## config.mk

```make
export PLATFORM = sky130hd
export DESIGN_NAME = mixer_register_file
export DESIGN_NICKNAME = d
export VERILOG_FILES = /design/src/logic/audio_pkg.sv /design/src/logic/mix_regs_pkg.sv /design/src/logic/mixer_register_file.sv
export SDC_FILE = /design/constraint.sdc
export NUM_CORES = 1
export LEC_CHECK = 0
export ABC_AREA = 1
export BUFFER_PORTS_ARGS = -buffer_cell sky130_fd_sc_hd__buf_2
export CORE_MARGIN = 5
export CORE_UTILIZATION = 40
export DETAILED_ROUTE_END_ITERATION = 10
export PLACE_DENSITY = 0.71
export REMOVE_ABC_BUFFERS = 1
export SLEW_MARGIN = 20
export SYNTH_ARGS = -nofsm -noshare
export SYNTH_HDL_FRONTEND = slang
export SYNTH_SLANG_ARGS = --single-unit
```

## constraint.sdc

```tcl
create_clock -name clk -period 1.3 [get_ports clk]
set_clock_uncertainty 0.15 [all_clocks]
set_input_delay 0.065 -clock clk [delete_from_list [all_inputs] [get_ports clk]]
set_output_delay 0.065 -clock clk [all_outputs]
set_load 0.05 [all_outputs]
```

## src/logic/audio_pkg.sv

```systemverilog
//////////////////////////////////////////////////
// Audio sample format, channel count and the
// fixed-point gain format of the mixer
// Frame and stereo sample structs
//////////////////////////////////////////////////

package audio_pkg;

  // Sample and gain widths
  localparam int audio_width = 16;
  localparam int gain_width  = 16;

  // Gains are unsigned Q8, so 256 is unity
  localparam int q_bits = 8;

  localparam int nr_channels = 4;

  // Two guard bits cover the sum of four full-scale samples
  localparam int sum_width = audio_width + 2;

  // Saturation limits of a sample
  localparam logic signed [audio_width-1:0] sample_max = {1'b0, {(audio_width-1){1'b1}}};
  localparam logic signed [audio_width-1:0] sample_min = {1'b1, {(audio_width-1){1'b0}}};

  // One sample per input channel, channel 0 in the low bits
  typedef struct packed {
    logic [nr_channels-1:0][audio_width-1:0] ch;
  } audio_frame_t;

  typedef struct packed {
    logic signed [audio_width-1:0] left;
    logic signed [audio_width-1:0] right;
  } stereo_sample_t;

endpackage

```

## src/logic/mix_regs_pkg.sv

```systemverilog
//////////////////////////////////////////////////
// Register map of the mixer: address enum,
// control and clip structs, reset values
//////////////////////////////////////////////////

package mix_regs_pkg;

  localparam int reg_data_width = 16;

  // Output clip, channel clips, left and right sum clips
  localparam int status_width = audio_pkg::nr_channels + 3;

  // Unity gain
  localparam logic [audio_pkg::gain_width-1:0] gain_reset = 256;

  typedef enum logic [3:0] {
    reg_ch_gain_0 = 4'd0,
    reg_ch_gain_1 = 4'd1,
    reg_ch_gain_2 = 4'd2,
    reg_ch_gain_3 = 4'd3,
    reg_route     = 4'd4,
    reg_out_gain  = 4'd5,
    reg_status    = 4'd6
  } mix_reg_addr_e;

  typedef struct packed {
    logic [audio_pkg::nr_channels-1:0][audio_pkg::gain_width-1:0] ch_gain;
    logic [audio_pkg::nr_channels-1:0]                            route;
    logic [audio_pkg::gain_width-1:0]                             out_gain;
  } mix_ctrl_t;

  // One-cycle pulses, each in the cycle of its own stage
  typedef struct packed {
    logic [audio_pkg::nr_channels-1:0] channel;
    logic                              sum_left;
    logic                              sum_right;
    logic                              out;
  } mix_clip_t;

endpackage

```

## src/logic/mixer_register_file.sv

```systemverilog
//////////////////////////////////////////////////
// Mixer registers: strobe writes and reads,
// control outputs, sticky clip status
//////////////////////////////////////////////////

module mixer_register_file (
  input  logic                                    clk,
  input  logic                                    rst_n,
  input  logic                                    reg_wr,
  input  logic                                    reg_rd,
  input  mix_regs_pkg::mix_reg_addr_e             reg_addr,
  input  logic [mix_regs_pkg::reg_data_width-1:0] reg_wdata,
  output logic [mix_regs_pkg::reg_data_width-1:0] reg_rdata,
  output logic                                    reg_rvalid,
  output mix_regs_pkg::mix_ctrl_t                 ctrl,
  input  mix_regs_pkg::mix_clip_t                 clip
);

  logic [mix_regs_pkg::status_width-1:0]   status;
  logic [mix_regs_pkg::status_width-1:0]   clip_bits;
  logic [mix_regs_pkg::reg_data_width-1:0] read_mux;
  logic                                    status_read;

  // Bit 0 output, then channels, then left and right sums
  assign clip_bits   = {clip.sum_right, clip.sum_left, clip.channel, clip.out};
  assign status_read = reg_rd && (reg_addr == mix_regs_pkg::reg_status);

  //////////////////////////////////////////////////
  // Control registers
  //////////////////////////////////////////////////

  always_ff @(posedge clk or negedge rst_n) begin
    if (!rst_n) begin
      ctrl.ch_gain  <= {audio_pkg::nr_channels{mix_regs_pkg::gain_reset}};
      ctrl.route    <= '0;
      ctrl.out_gain <= mix_regs_pkg::gain_reset;
    end else if (reg_wr) begin
      case (reg_addr)
        mix_regs_pkg::reg_ch_gain_0: ctrl.ch_gain[0] <= reg_wdata;
        mix_regs_pkg::reg_ch_gain_1: ctrl.ch_gain[1] <= reg_wdata;
        mix_regs_pkg::reg_ch_gain_2: ctrl.ch_gain[2] <= reg_wdata;
        mix_regs_pkg::reg_ch_gain_3: ctrl.ch_gain[3] <= reg_wdata;
        mix_regs_pkg::reg_route:     ctrl.route      <= reg_wdata[audio_pkg::nr_channels-1:0];
        mix_regs_pkg::reg_out_gain:  ctrl.out_gain   <= reg_wdata;
        default: ;
      endcase
    end
  end

  //////////////////////////////////////////////////
  // Sticky status and read path
  //////////////////////////////////////////////////

  // A pulse in the clearing cycle is kept
  always_ff @(posedge clk or negedge rst_n) begin
    if (!rst_n) begin
      status     <= '0;
      reg_rvalid <= 1'b0;
    end else begin
      status     <= status_read ? clip_bits : (status | clip_bits);
      reg_rvalid <= reg_rd;
    end
  end

  always_comb begin
    read_mux = '0;
    case (reg_addr)
      mix_regs_pkg::reg_ch_gain_0: read_mux = ctrl.ch_gain[0];
      mix_regs_pkg::reg_ch_gain_1: read_mux = ctrl.ch_gain[1];
      mix_regs_pkg::reg_ch_gain_2: read_mux = ctrl.ch_gain[2];
      mix_regs_pkg::reg_ch_gain_3: read_mux = ctrl.ch_gain[3];
      mix_regs_pkg::reg_route:     read_mux[audio_pkg::nr_channels-1:0] = ctrl.route;
      mix_regs_pkg::reg_out_gain:  read_mux = ctrl.out_gain;
      mix_regs_pkg::reg_status:    read_mux[mix_regs_pkg::status_width-1:0] = status;
      default:                     read_mux = '0;
    endcase
  end

  always_ff @(posedge clk) begin
    if (reg_rd) begin
      reg_rdata <= read_mux;
    end
  end

endmodule

```

==> run metrics <==
status=finished, violations left; violated checks=negative setup slack; number of distinct standard cells referenced by the synthesized netlist=20; slack of the worst reg-to-reg path=0.14 ns; startpoint class of the critical path=register; clock-pin transition on the worst setup and hold timing paths=0.07 ns; final-report setup violation count=2; Highest Clock Rate=766.7 MHz; wire length per cell after detailed routing=17.53 um; 1st-iter DRT viols=652; RSZ-0062 raised after global routing=yes; cells after synthesis=606; vias after detailed routing=4957; H-tree levels=3; vias in the first global route=4932; number of cells traversed by the worst register-to-register path=4; largest cells by area after synthesis=sky130_fd_sc_hd__dfrtp_1, sky130_fd_sc_hd__nand2_1, sky130_fd_sc_hd__edfxtp_1; IO Port Bufs=131; capturing element type of the critical path=output pin; Core Region=12160 um^2; Crit. path cell count=1; transition time at the pin with the least slew margin=0.4255 ns; post-synthesis cell type with the largest combined area=sky130_fd_sc_hd__dfrtp_1; die extent in y=121.9 um; fin crit share=1.003; largest net degree at the start of global routing=34; reg-to-reg critical path endpoint=reg_rdata[0]; start point of the critical path=ctrl[44]; first-pass detailed-route iteration total=5; Worst slew margin=0.7163; Die Width=121.9 um; hold path startpoint=reg_wr; detailed-route wire length=16.97 mm; initial antenna violation count=0; Tot GR Track Use=0.2322; maximum buffer depth of the clock tree=2; Post-Place Cells=927; category of the most critical setup path=reg -> out; worst hold-check path type=in -> reg; insertion delay of the later-clocked pin in the worst-skew pair=0.35 ns; postcts setup bufs=0; detailed-placement wirelength estimate=12.32 mm; Congestion Overflow GR=0; Leak Pwr=3.678 nW; number of endpoints with negative hold slack in the final report=0; power density relative to cell area=1680 nW/um^2; critical path's largest stage delay=0.58 ns; Total Nets Final=826; buffer type at the clock tree root=sky130_fd_sc_hd__clkbuf_16; via/cell ratio=5.121; post-route minimum period=1.304 ns; final weighted congestion in routability-driven placement=0.8843; fraction of layout cells with a size suffix above 1=0.2838; setup slack of the critical path after layout=-0.004240 ns; share of the synthesized area in the top cell type=0.4350; fillers=1082; flop and latch count out of synthesis=108; total standard cell area after synthesis=5005 um^2; accumulated negative setup slack=-0.006870 ns; sum of buffers and inverters on the critical path=1; Routed Antenna Nets=0; count of maximum capacitance violations=0; cells along the critical path=buf_8; placed inst area=6242 um^2; sequential cell area fraction in the yosys report=0.5572; number of clock buffers inserted by TritonCTS=9; dominant delay contributor by cell family on the critical path=flip-flops; count of clock tree sinks=108; final instance area=6853 um^2; area growth from synthesis to final layout=36.92%; Peak VDD IR=723.1 uV; slowest stage cell on the critical path=sky130_fd_sc_hd__dfstp_2; Place WS=-0.2117 ns; final count of pins violating max slew=0; capture point of the critical path=ctrl[44]; antenna diode count=0; site row count=40; highest-count cells in the layout ignoring fill and taps=sky130_fd_sc_hd__nand2_1, sky130_fd_sc_hd__buf_2, sky130_fd_sc_hd__dfrtp_1; Total Die Area=14850 um^2; largest driver fanout on the critical path=3; Post-route DRC=0; clock tree from TritonCTS=yes; mean post-synth cell area=8.259 um^2; reg-to-reg critical path startpoint=ctrl[52]; crit path DAT=1.09 ns; commonest non-fill, non-tap cell in the layout=sky130_fd_sc_hd__nand2_1; count of boundary I/O pins=132; Cell Count, Final, Fillers Out=968; wire length of the first global-routing pass=26.68 mm; initial core utilization=0.4115; Yosys warning count=0; worst path required time=1.09 ns
synthesized netlist by cell type (all sizes together):
cell type and instances:
clkbuf 10, o21ai 73, buf 24, nand3 79
dfrtp 87, edfxtp 16, nand2 212, nor2 44
o21a 3, o21bai 7, dfstp 5, inv 46
metrics by stage:
step,power (mW),util,hold slack [ns]
final,11.51,0.5635,0.01767
after global routing,11.99,0.5635,0.03103
after CTS,11.55,0.5624,0.007130
after detailed placement,8.550,0.5133,-0.1238
after global placement,8.484,0.5133,-0.1246
after floorplan,7.245,-,-0.3806
worst min-delay path by stage:
| stage | end | cells past startpoint | slack [ns] |
|---|---|---|---|
| 2_1_floorplan | ctrl[0] | 0 | -0.38 |
| 3_3_place_gp | ctrl[7] | 1 | -0.12 |
| 3_5_place_dp | ctrl[75] | 1 | -0.12 |
| 4_1_cts | ctrl[74] | 4 | 0.007 |
| 5_1_grt | ctrl[74] | 4 | 0.03 |
| 6_report | ctrl[74] | 4 | 0.02 |
report_power, final:
group,switching [mW],internal (mW)
logic,3.12,0.918
clock network,1.24,1.66
registers,0.517,4.07
total,4.87,6.64
metal layers:
| metal | track usage | vias up | wire length, um | share of wire |
|---|---|---|---|---|
| met5 | 0 | - | 0 | 0 |
| met4 | 0.07913 | 0 | 378 | 0.022 |
| met3 | 0.05246 | 33 | 1616 | 0.095 |
| met2 | 0.3677 | 262 | 7832 | 0.46 |
| met1 | 0.3158 | 2346 | 7140 | 0.42 |
| li1 | - | 2316 | - | - |
logic make-up (layout without fill, tap and decap cells):
family | count (synthesis) | count (layout) | synth area share
buffers and inverters | 80 | 274 | 0.07125
AND/OR/NAND/NOR | 335 | 335 | 0.2835
flip-flops | 108 | 108 | 0.5573
AO/OA/AOI/OAI | 83 | 83 | 0.08800
area by class of cell:
cell class / instances / area, um^2 / area share
timing repair buffer: 212 / 1499 / 0.2187
clock inverter: 4 / 45.04 / 0.006573
inverter: 46 / 172.7 / 0.02520
multi-input combinational: 418 / 1869 / 0.2728
tap: 168 / 210.2 / 0.03067
clock buffer: 12 / 267.8 / 0.03907
sequential: 108 / 2789 / 0.4070
flip-flops by register name, summed over array words and instances, names as in the netlist:
signal	cells
ctrl	84
reg_rdata	16
status	7
reg_rvalid	1
timing repair:
| item | in CTS | in global routing |
|---|---|---|
| pin swaps | 0 | 0 |
| endpoints found under the setup margin | 5 | 7 |
| hold endpoints to repair | 187 | 0 |
| hold buffers | 25 | 0 |
| cloned | 0 | 0 |
| gates resized for setup | 11 | 4 |
tightest hold or removal path: cells and delay by family:
| kind | cells | cell delay (ns) |
|---|---|---|
| buffers and inverters | 2 | 0.28 |
| and+or+nand+nor | 2 | 0.13 |
Note: power is estimated with default switching activity, not from simulation.
